File: config.mk
export PLATFORM = sky130hd
export DESIGN_NAME = gcn_top
export DESIGN_NICKNAME = d
export VERILOG_FILES = /design/src/design/gcn_pkg.sv /design/src/design/gcn_top.sv /design/src/design/argmax_unit.sv /design/src/design/transform_accum.sv /design/src/design/feat_aggregator.sv /design/src/design/adj_builder.sv /design/src/design/gcn_ctrl.sv
export SDC_FILE = /design/constraint.sdc
export NUM_CORES = 2
export LEC_CHECK = 0
export BUFFER_PORTS_ARGS = -buffer_cell sky130_fd_sc_hd__clkbuf_2
export CORE_MARGIN = 5
export CORE_UTILIZATION = 63
export DETAILED_ROUTE_END_ITERATION = 8
export PLACE_DENSITY = 0.88
export RECOVER_POWER = 25
export SLEW_MARGIN = 10
export SYNTH_ARGS = -nofsm -noshare
export SYNTH_HDL_FRONTEND = slang
export SYNTH_SLANG_ARGS = --single-unit
File: constraint.sdc
create_clock -name clk -period 18.65 [get_ports clk]
set_input_delay 3.73 -clock clk [delete_from_list [all_inputs] [get_ports clk]]
set_output_delay 3.73 -clock clk [all_outputs]
set_load 0.02 [all_outputs]
File: src/design/gcn_pkg.sv
`default_nettype none

package gcn_pkg;

    ////////////////////
    // sizes
    ////////////////////
    localparam int NUM_NODES   = 6;
    localparam int NUM_CLASSES = 3;
    localparam int FEAT_BW     = 5;
    localparam int AGG_BW      = FEAT_BW + 3;  // room for a sum over six nodes
    localparam int ACC_BW      = 17;           // 13-bit products over up to 16 beats

    ////////////////////
    // element types
    ////////////////////
    typedef logic [2:0]         node_idx_t;
    typedef logic [1:0]         class_idx_t;
    typedef logic [FEAT_BW-1:0] feat_t;
    typedef logic [AGG_BW-1:0]  agg_t;
    typedef logic [ACC_BW-1:0]  acc_t;

    // one undirected edge in coo form
    typedef struct packed {
        node_idx_t src;
        node_idx_t dst;
    } edge_t;

    typedef struct packed {
        feat_t [NUM_NODES-1:0]   feat;    // one feature column
        feat_t [NUM_CLASSES-1:0] weight;  // one weight row
    } feat_beat_t;

    typedef struct packed {
        agg_t  [NUM_NODES-1:0]   agg;
        feat_t [NUM_CLASSES-1:0] weight;
        logic                    last;
    } agg_beat_t;

    // row n, bit m set: m is a neighbour of n
    typedef logic [NUM_NODES-1:0][NUM_NODES-1:0] adj_mat_t;
    typedef acc_t [NUM_NODES-1:0][NUM_CLASSES-1:0] score_mat_t;
    typedef class_idx_t [NUM_NODES-1:0] class_vec_t;

    typedef enum logic [1:0] {
        ST_IDLE,
        ST_LOAD,       // taking edges, waiting for the first beat
        ST_AGGREGATE,  // taking the remaining beats
        ST_WAIT        // pipeline drain and argmax
    } ctrl_state_t;

endpackage

`default_nettype wire
File: src/design/gcn_top.sv
`timescale 1ns/100ps
`default_nettype none

module gcn_top import gcn_pkg::*; #(
    parameter int NUM_FEATS = 8  // beats per graph, 1 to 16
) (
    input  logic       clk,
    input  logic       rst_n,
    input  logic       start,
    input  logic       edge_valid,
    input  edge_t      edge_in,
    input  logic       feat_valid,
    input  feat_beat_t feat_in,
    output logic       busy,
    output logic       done,
    output class_vec_t y
);

    logic       clear;
    logic       edge_we;
    logic       beat_valid;
    logic       beat_last;
    adj_mat_t   adj;
    logic       agg_valid;
    agg_beat_t  agg_beat;
    score_mat_t scores;
    logic       scores_ready;

    ////////////////////
    // control
    ////////////////////
    gcn_ctrl #(
        .NUM_FEATS (NUM_FEATS)
    ) u_ctrl (
        .clk        (clk),
        .rst_n      (rst_n),
        .start      (start),
        .edge_valid (edge_valid),
        .feat_valid (feat_valid),
        .done       (done),
        .clear      (clear),
        .edge_we    (edge_we),
        .beat_valid (beat_valid),
        .beat_last  (beat_last),
        .busy       (busy)
    );

    adj_builder u_adj (
        .clk     (clk),
        .rst_n   (rst_n),
        .clear   (clear),
        .edge_we (edge_we),
        .edge_in (edge_in),
        .adj     (adj)
    );

    ////////////////////
    // datapath
    ////////////////////
    feat_aggregator u_agg (
        .clk        (clk),
        .rst_n      (rst_n),
        .beat_valid (beat_valid),
        .beat_last  (beat_last),
        .feat_in    (feat_in),
        .adj        (adj),
        .agg_valid  (agg_valid),
        .agg_beat   (agg_beat)
    );

    transform_accum u_mac (
        .clk          (clk),
        .rst_n        (rst_n),
        .clear        (clear),
        .agg_valid    (agg_valid),
        .agg_beat     (agg_beat),
        .scores       (scores),
        .scores_ready (scores_ready)
    );

    argmax_unit u_argmax (
        .clk          (clk),
        .rst_n        (rst_n),
        .clear        (clear),
        .scores       (scores),
        .scores_ready (scores_ready),
        .y            (y),
        .done         (done)  // also ends the wait phase
    );

endmodule

`default_nettype wire

File: src/design/argmax_unit.sv
`timescale 1ns/100ps
`default_nettype none

module argmax_unit import gcn_pkg::*; (
    input  logic       clk,
    input  logic       rst_n,
    input  logic       clear,
    input  score_mat_t scores,
    input  logic       scores_ready,
    output class_vec_t y,
    output logic       done
);

    logic                         scanning;
    class_idx_t                   cls;       // class under scan
    acc_t       [NUM_NODES-1:0]   best_val;
    class_vec_t                   best_idx;
    acc_t       [NUM_NODES-1:0]   next_val;
    class_vec_t                   next_idx;
    logic                         last_cls;

    assign last_cls = (cls == class_idx_t'(NUM_CLASSES - 1));

    ////////////////////
    // compare step
    ////////////////////
    always_comb begin
        for (int n = 0; n < NUM_NODES; n++) begin
            // class 0 seeds the best; strictly greater wins, so ties keep the lower class
            if ((cls == '0) || (scores[n][cls] > best_val[n])) begin
                next_val[n] = scores[n][cls];
                next_idx[n] = cls;
            end else begin
                next_val[n] = best_val[n];
                next_idx[n] = best_idx[n];
            end
        end
    end

    always_ff @(posedge clk or negedge rst_n) begin
        if (!rst_n) begin
            scanning <= 1'b0;
            cls      <= '0;
            done     <= 1'b0;
            y        <= '0;
        end else begin
            done <= 1'b0;
            if (clear) begin
                scanning <= 1'b0;
                cls      <= '0;
                y        <= '0;
            end else if (scores_ready) begin
                scanning <= 1'b1;
                cls      <= '0;
            end else if (scanning) begin
                if (last_cls) begin
                    scanning <= 1'b0;
                    cls      <= '0;
                    y        <= next_idx;  // publish with done
                    done     <= 1'b1;
                end else begin
                    cls <= cls + 1'b1;
                end
            end
        end
    end

    // running best per node
    always_ff @(posedge clk) begin
        if (scanning) begin
            best_val <= next_val;
            best_idx <= next_idx;
        end
    end

endmodule

`default_nettype wire

File: src/design/transform_accum.sv
`timescale 1ns/100ps
`default_nettype none

module transform_accum import gcn_pkg::*; (
    input  logic       clk,
    input  logic       rst_n,
    input  logic       clear,
    input  logic       agg_valid,
    input  agg_beat_t  agg_beat,
    output score_mat_t scores,
    output logic       scores_ready
);

    score_mat_t scores_next;

    ////////////////////
    // multiply and add
    ////////////////////
    always_comb begin
        for (int n = 0; n < NUM_NODES; n++) begin
            for (int c = 0; c < NUM_CLASSES; c++) begin
                // aggregate of node n times weight of class c
                scores_next[n][c] = scores[n][c]
                                  + acc_t'(agg_beat.agg[n]) * acc_t'(agg_beat.weight[c]);
            end
        end
    end

    always_ff @(posedge clk or negedge rst_n) begin
        if (!rst_n) begin
            scores       <= '0;
            scores_ready <= 1'b0;
        end else begin
            scores_ready <= agg_valid && agg_beat.last;  // final scores out this cycle
            if (clear)
                scores <= '0;
            else if (agg_valid)
                scores <= scores_next;
        end
    end

endmodule

`default_nettype wire

File: src/design/feat_aggregator.sv
`timescale 1ns/100ps
`default_nettype none

module feat_aggregator import gcn_pkg::*; (
    input  logic       clk,
    input  logic       rst_n,
    input  logic       beat_valid,
    input  logic       beat_last,
    input  feat_beat_t feat_in,
    input  adj_mat_t   adj,
    output logic       agg_valid,
    output agg_beat_t  agg_beat
);

    agg_beat_t agg_next;

    ////////////////////
    // neighbour sums
    ////////////////////
    always_comb begin
        agg_next.weight = feat_in.weight;  // rides along to the multiplier
        agg_next.last   = beat_last;
        for (int n = 0; n < NUM_NODES; n++) begin
            agg_next.agg[n] = '0;
            for (int m = 0; m < NUM_NODES; m++) begin
                if (adj[n][m])
                    agg_next.agg[n] = agg_next.agg[n] + agg_t'(feat_in.feat[m]);
            end
        end
    end

    always_ff @(posedge clk or negedge rst_n) begin
        if (!rst_n) begin
            agg_valid <= 1'b0;
        end else begin
            agg_valid <= beat_valid;
        end
    end

    // payload only looked at under agg_valid
    always_ff @(posedge clk) begin
        if (beat_valid)
            agg_beat <= agg_next;
    end

endmodule

`default_nettype wire

File: src/design/adj_builder.sv
`timescale 1ns/100ps
`default_nettype none

module adj_builder import gcn_pkg::*; (
    input  logic     clk,
    input  logic     rst_n,
    input  logic     clear,
    input  logic     edge_we,
    input  edge_t    edge_in,
    output adj_mat_t adj
);

    logic src_ok, dst_ok;

    // indices past the last node are dropped
    assign src_ok = (edge_in.src < NUM_NODES);
    assign dst_ok = (edge_in.dst < NUM_NODES);

    always_ff @(posedge clk or negedge rst_n) begin
        if (!rst_n) begin
            adj <= '0;
        end else if (clear) begin
            adj <= '0;  // new graph
        end else if (edge_we && src_ok && dst_ok) begin
            // both bits land on the diagonal for a self loop
            adj[edge_in.src][edge_in.dst] <= 1'b1;
            adj[edge_in.dst][edge_in.src] <= 1'b1;
        end
    end

endmodule

`default_nettype wire

File: src/design/gcn_ctrl.sv
`timescale 1ns/100ps
`default_nettype none

module gcn_ctrl import gcn_pkg::*; #(
    parameter int NUM_FEATS = 8
) (
    input  logic clk,
    input  logic rst_n,
    input  logic start,
    input  logic edge_valid,
    input  logic feat_valid,
    input  logic done,
    output logic clear,
    output logic edge_we,
    output logic beat_valid,
    output logic beat_last,
    output logic busy
);

    localparam int CNT_BW = $clog2(NUM_FEATS + 1);

    ctrl_state_t       state, next_state;
    logic [CNT_BW-1:0] beat_cnt;

    ////////////////////
    // strobe gating
    ////////////////////
    assign clear      = start && (state == ST_IDLE);
    assign edge_we    = edge_valid && (state == ST_LOAD);
    assign beat_valid = feat_valid && ((state == ST_LOAD) || (state == ST_AGGREGATE));
    assign beat_last  = beat_valid && (beat_cnt == CNT_BW'(NUM_FEATS - 1));
    assign busy       = (state != ST_IDLE);

    // counts accepted beats of the current graph
    always_ff @(posedge clk or negedge rst_n) begin
        if (!rst_n) begin
            beat_cnt <= '0;
        end else if (clear) begin
            beat_cnt <= '0;
        end else if (beat_valid) begin
            beat_cnt <= beat_cnt + 1'b1;
        end
    end

    ////////////////////
    // phase fsm
    ////////////////////
    always_ff @(posedge clk or negedge rst_n) begin
        if (!rst_n) begin
            state <= ST_IDLE;
        end else begin
            state <= next_state;
        end
    end

    always_comb begin
        next_state = state;
        case (state)
            ST_IDLE: begin
                if (start)
                    next_state = ST_LOAD;
            end
            ST_LOAD: begin
                // first beat ends the edge phase
                if (beat_last)
                    next_state = ST_WAIT;  // single-beat graph
                else if (beat_valid)
                    next_state = ST_AGGREGATE;
            end
            ST_AGGREGATE: begin
                if (beat_last)
                    next_state = ST_WAIT;
            end
            ST_WAIT: begin
                if (done)
                    next_state = ST_IDLE;
            end
            default: next_state = ST_IDLE;
        endcase
    end

endmodule

`default_nettype wire

After elaboration in Yosys (flattened, before gate mapping)
Cells that the tools add are included.

Input port bits: 56. Output and inout bits: 14. Bits in registers: 544. Word-level logic and storage cells: 275.

Add/sub/neg operators: 50. Eq/ne operators: 10. Mux-type cells: 90. Multiply operators: 18. Magnitude comparators: 13. Bitwise operators: 2. Reductions and logical operators: 33.

Operator list (count): $mux W306 (2); $add A17 B13 Y17 (18); $mux W8 (30); $mul A8 B5 Y13 (18); $bmux W17 S2 (6); $add A8 B5 Y8 (24); $gt A17 B17 Y1 (6); $mux W17 (6); $mux W36 (2); $or A36 B36 Y36 (2); $mux W12 (4); $add A5 B5 Y6 (6); $demux W6 S3 (2); $mux W2 (15); $mux W5 (6); $mux W6 (2); $reduce_and A2 Y1 (6); $reduce_bool A2 Y1 (6); $mux W1 (10); $logic_and A1 B1 Y1 (9); $lt A3 B4 Y1 const B (2); $mux W4 (2); $pmux W2 S4 (1); $logic_or A1 B1 Y1 (7); 16 further kinds (24).

Logic depth before layout (Yosys ltp)
Word-level depth: 11. Gate-level depth with buffers: 31. Gate-level depth less buffers: 29.

By module
From an unflattened synthesis, not the netlist that was laid out.

Cell total of the unflattened synthesis: 7152. Area total of the unflattened synthesis: 64047.7 µm².

Modules (own cells, without submodules): transform_accum (sequential area each 7682.4 µm², instances 1, cells each 4723, area each 41687.5 µm²); feat_aggregator (sequential area each 1946.9 µm², instances 1, cells each 1315, area each 11299.6 µm²); argmax_unit (sequential area each 3823.7 µm², instances 1, cells each 911, area each 8959.8 µm²); adj_builder (sequential area each 900.9 µm², instances 1, cells each 161, area each 1711.6 µm²); gcn_ctrl (sequential area each 150.1 µm², instances 1, cells each 42, area each 389.1 µm²).

Worst setup path before layout
OpenSTA, ideal clock, no wires.

Path type: input-to-reg. Start point: in feat_in[16] in the netlist's numbering. End point: reg, netlist name u_agg.agg_beat[62]. Path buffers: 2. Required time: 18.391 ns. Stages on the path: 29. Arrival time: 9.047 ns. Setup time: 0.259 ns. Path slack: 9.344 ns. Cell sequence: buf_6 > clkbuf_1 > nand2_1 > xnor2_1 > ha_1 > a31oi_1 > xnor2_1 > nand2_1 > xor2_1 > ha_1 > nor2b_1 > o21ai_0 > nand2b_1 > xor2_1 > mux2_2 > ha_1 > o21a_1 > o31a_1 > a21oi_1 > mux2_2 > ha_1 > o21ai_0 > a21oi_1 > nand3_1 > mux2_4 > o22a_1 > and3_4 > o311a_1 > a211o_1.

RTL lines: start: declaration (RTL line gcn_top.sv:13) `input feat_beat_t feat_in,`.

Final worst setup path
Start point: in start. End point: reg, netlist name u_mac.scores[100].

Cells in the longest elaborated chain, start to end: 2. Elaborated cells between the ends (all ways): 3. Classes of those cells: 1 x mux; 2 x reduce/logical.

RTL lines: start: declaration (RTL line gcn_top.sv:9) `input logic start,`; $logic_and A1 B1 Y1 * (RTL line gcn_ctrl.sv:28) `assign clear = start && (state == ST_IDLE);`; $mux W306 or $reduce_bool A2 Y1 (tied branches).

Every way passes the cells marked *; elsewhere a longest branch is shown, timed or not. A chain may end at the register's enable or synchronous reset.

==> impl_results.md <==
- Slew HR: -412.0%
- Failing checks: capacitance limit, slew limit
- Share of cells above drive strength 1: 5.003%
- Largest net degree at the start of global routing: 149
- DRT Pass-1 Iters: 8
- Netlist cell types: 80
- Num rows: 114
- CP peak stage delay: 5330 ps
- Core box area: 96710 um^2
- CTS tree: yes
- Die H: 322.3 um
- Synthesized cell area: 61450 um^2
- WP data required: 18910 ps
- Tot GR Track Use: 30.85%
- Post-Synthesis Cells: 6801
- Routed WL per cell: 20.06 um
- Setup TNS: 0 ps
- DIE AREA: 103900 um^2
- Routability cong.: 0.9260
- Final setup viols: 0
- Fin crit period: 12050 ps
- Routed WL: 160800 um
- Setup Skew: 43.50 ps
- Die Wd: 322.3 um
- Crit-path max FO: 148
- Routed Antenna Nets: 0
- GR Overflow Total: 0
- Vias in the first global route: 51529
- DRC errors left: 0
- I/O Pins: 70
- Type of origin of the critical path: primary input
- Max Fclk: 82.99 MHz
- Final #Nets: 7947
- Ys async rst share: 67.28%
- Syn Nets: 8069
- Fin. max-slew vios: 626
- Finished Core Util: 66.97%
- # resized after CTS: 0
- RSZ-0062 raised after global routing: no
- Via density: 6.238
- Num CTS Buffers: 69
- Final Hold Vio Count: 0
- Top cells by area, synth: fa_1 (18%), dfrtp_1 (15%), ha_1 (14%)
- First-pass GRT wire length: 260900 um
- Final period utilization: 64.61%
- Worst Path Arrival: 12310 ps
- Worst-path clk slew: 60 ps
- Htree depth: 3
- Synth warn: 0
- Run status: complete, but fails checks
- Clk_lat worst skew: 660 ps
- Starting Density: 63.54%
- WS Path Type: in2reg
- Worst-path cell chain: clkbuf_1, and2_0, clkbuf_1, o221ai_1, a31oi_1, xnor2_1, nor2_1
- Seq/Total Area, Yosys: 23.60%
- Initial antenna violation count: 2
- TritonCTS Sinks: 544
- Top_reg_cell synth: dfrtp_1
- Worst-margin pin slew: 7680 ps
- 1st-iter DRT viols: 4058
- DP Wirelength: 113600 um
- Critical path's slowest cell: clkbuf_1
- Clock Path Buffers: 3
- Area delta synth->final: 5.402%
- Avg Cell Area, Syn: 9.035 um^2
- MaxCap Viol Count: 12
- Total number of vias: 49990
- FF+latch count, synth: 544
- I/O Buffers: 69
- Worst hold path type: reg2reg
- Cell family with the largest share of critical-path delay: buffers and inverters
- Crit path setup slack, layout: 6600 ps
- Post-synth top area cell: fa_1
- WP buf/inv: 2
- Hold-fix buffers at CTS: 0
- Crit path top cell by count: clkbuf_1
- Number of synthesized flops with an enable pin: 178
- Worst Setup End Kind: flip-flop
- Setup Buffers After CTS: 0
- Root Buffer: clkbuf_16
- Pre-CTS setup slack: 8876 ps
- Share of the synthesized area in the top cell type: 17.79%
## flip-flops by register name, indices dropped and copies added, names as in the netlist
signal              count
u_agg.agg_beat         64
u_argmax.cls            2
u_adj.adj              36
u_argmax.best_val     102
u_argmax.done           1
u_argmax.best_idx      12
u_argmax.scanning       1
u_ctrl.beat_cnt         4
u_agg.agg_valid         1
u_ctrl.state            2
u_argmax.y             12
u_mac.scores_ready      1
u_mac.scores          306
## area by class of cell
| type | count | area, um^2 |
|---|---|---|
| Antenna cell | 2 | 5.005 |
| Clock buffer | 89 | 1922 |
| Clock inverter | 39 | 329.1 |
| Fill cell | 7021 | 31940 |
| Inverter | 756 | 2840 |
| Multi-Input combinational cell | 5196 | 42930 |
| Sequential cell | 544 | 14510 |
| Tap cell | 1276 | 1597 |
| Timing Repair Buffer | 112 | 628.1 |
## logic make-up (layout without fill, tap and decap cells)
| kind of cell | Yosys count | count (layout) | share of synthesized area (%) |
|---|---|---|---|
| AOI/OAI and AO/OA | 1250 | 1250 | 12.89 |
| xor gates and xnor gates | 268 | 268 | 3.842 |
| DFF | 544 | 544 | 23.60 |
| buffers and inverters | 1061 | 996 | 6.549 |
| other | 0 | 2 | 0 |
| adders and majority gates | 1212 | 1212 | 31.35 |
| muxes | 334 | 334 | 5.630 |
| and+or+nand+nor | 2132 | 2132 | 16.14 |
## cell usage in the layout (no fill, tap or decap), types with 17 or more instances in the layout
master     Yosys  final
o21a_1        90     90
fa_1         546    546
or3_1         28     28
nand3_1      121    121
a21boi_0      23     23
clkbuf_16      0     69
and3_1        24     24
o2111ai_1     25     25
a211oi_1      68     68
a21o_1       124    124
clkbuf_1     269     22
o21ai_0      375    375
xor2_1        72     72
nand4_1       25     25
nor2_1       547    546
nand2b_1      28     28
and2_1       366    364
nor3_1       104    104
buf_4          1     34
mux2i_1      247    247
nor2b_1       94     94
o31ai_1       17     17
clkbuf_2       0     64
dfrtp_1      366    364
o211ai_1      45     45
ha_1         666    666
mux2_2        85     85
nand2_1      737    736
a31oi_1       32     32
inv_1        756    755
xnor2_1      195    195
a21oi_1      296    296
edfxtp_1     178    178
## per-layer routing
layer / global-route usage (%) / share of wire, % / wire length (um) / vias up
met5: 0 / 0.0068 / 11 / -
met4: 14.57 / 5.3 / 8502 / 2
met3: 5.747 / 9.6 / 15370 / 554
met2: 51.50 / 47 / 75660 / 2317
met1: 39.13 / 38 / 61210 / 24527
li1: - / - / - / 22590
## through the flow
stage | std cells | cell area (um^2) | hold WS (ps)
6_report | 8014 | 64760 | 466.9
5_1_grt | 8012 | 64760 | 504.5
4_1_cts | 8012 | 64840 | 469.4
3_5_place_dp | 7884 | 62590 | 455.0
3_3_place_gp | 7884 | 62590 | 450.2
2_1_floorplan | 6801 | 61450 | 433.0
## Yosys cell counts, types with 17 or more instances
master,instances
and3_1,24
o21a_1,90
or3_1,28
nor2b_1,94
a211oi_1,68
mux2i_1,247
nand3_1,121
buf_1,25
o31ai_1,17
inv_1,756
nor2_1,547
a21boi_0,23
clkbuf_1,269
and2_1,366
a21o_1,124
xor2_1,72
nand2_1,737
ha_1,666
o21ai_0,375
a31oi_1,32
nor3_1,104
o2111ai_1,25
dfrtp_1,366
o211ai_1,45
nand4_1,25
fa_1,546
edfxtp_1,178
xnor2_1,195
nand2b_1,28
mux2_2,85
a21oi_1,296
## path summary, 6_finish.rpt
check	startpoint	end	slack [ps]	cells after the start
worst max-delay path	start	u_mac.scores[100]$_DFFE_PN0P_	6600	7
worst min-delay path	u_agg.agg_beat[0]$_DFFE_PP_	u_mac.scores_ready$_DFF_PN0_	470	1
worst max register to register	u_ctrl.state[0]$_DFFE_PN0P_	u_mac.scores[100]$_DFFE_PN0P_	9060	8
worst min register to register	u_agg.agg_beat[0]$_DFFE_PP_	u_mac.scores_ready$_DFF_PN0_	470	1
max in group asynchronous	rst_n	u_adj.adj[18]$_DFFE_PN0P_	8380	2
min in group asynchronous	rst_n	u_mac.scores[275]$_DFFE_PN0P_	5350	1
Power is left out: the tool's default activity adds up to more than one toggle a clock period on the data nets, which glitch-free logic cannot reach.
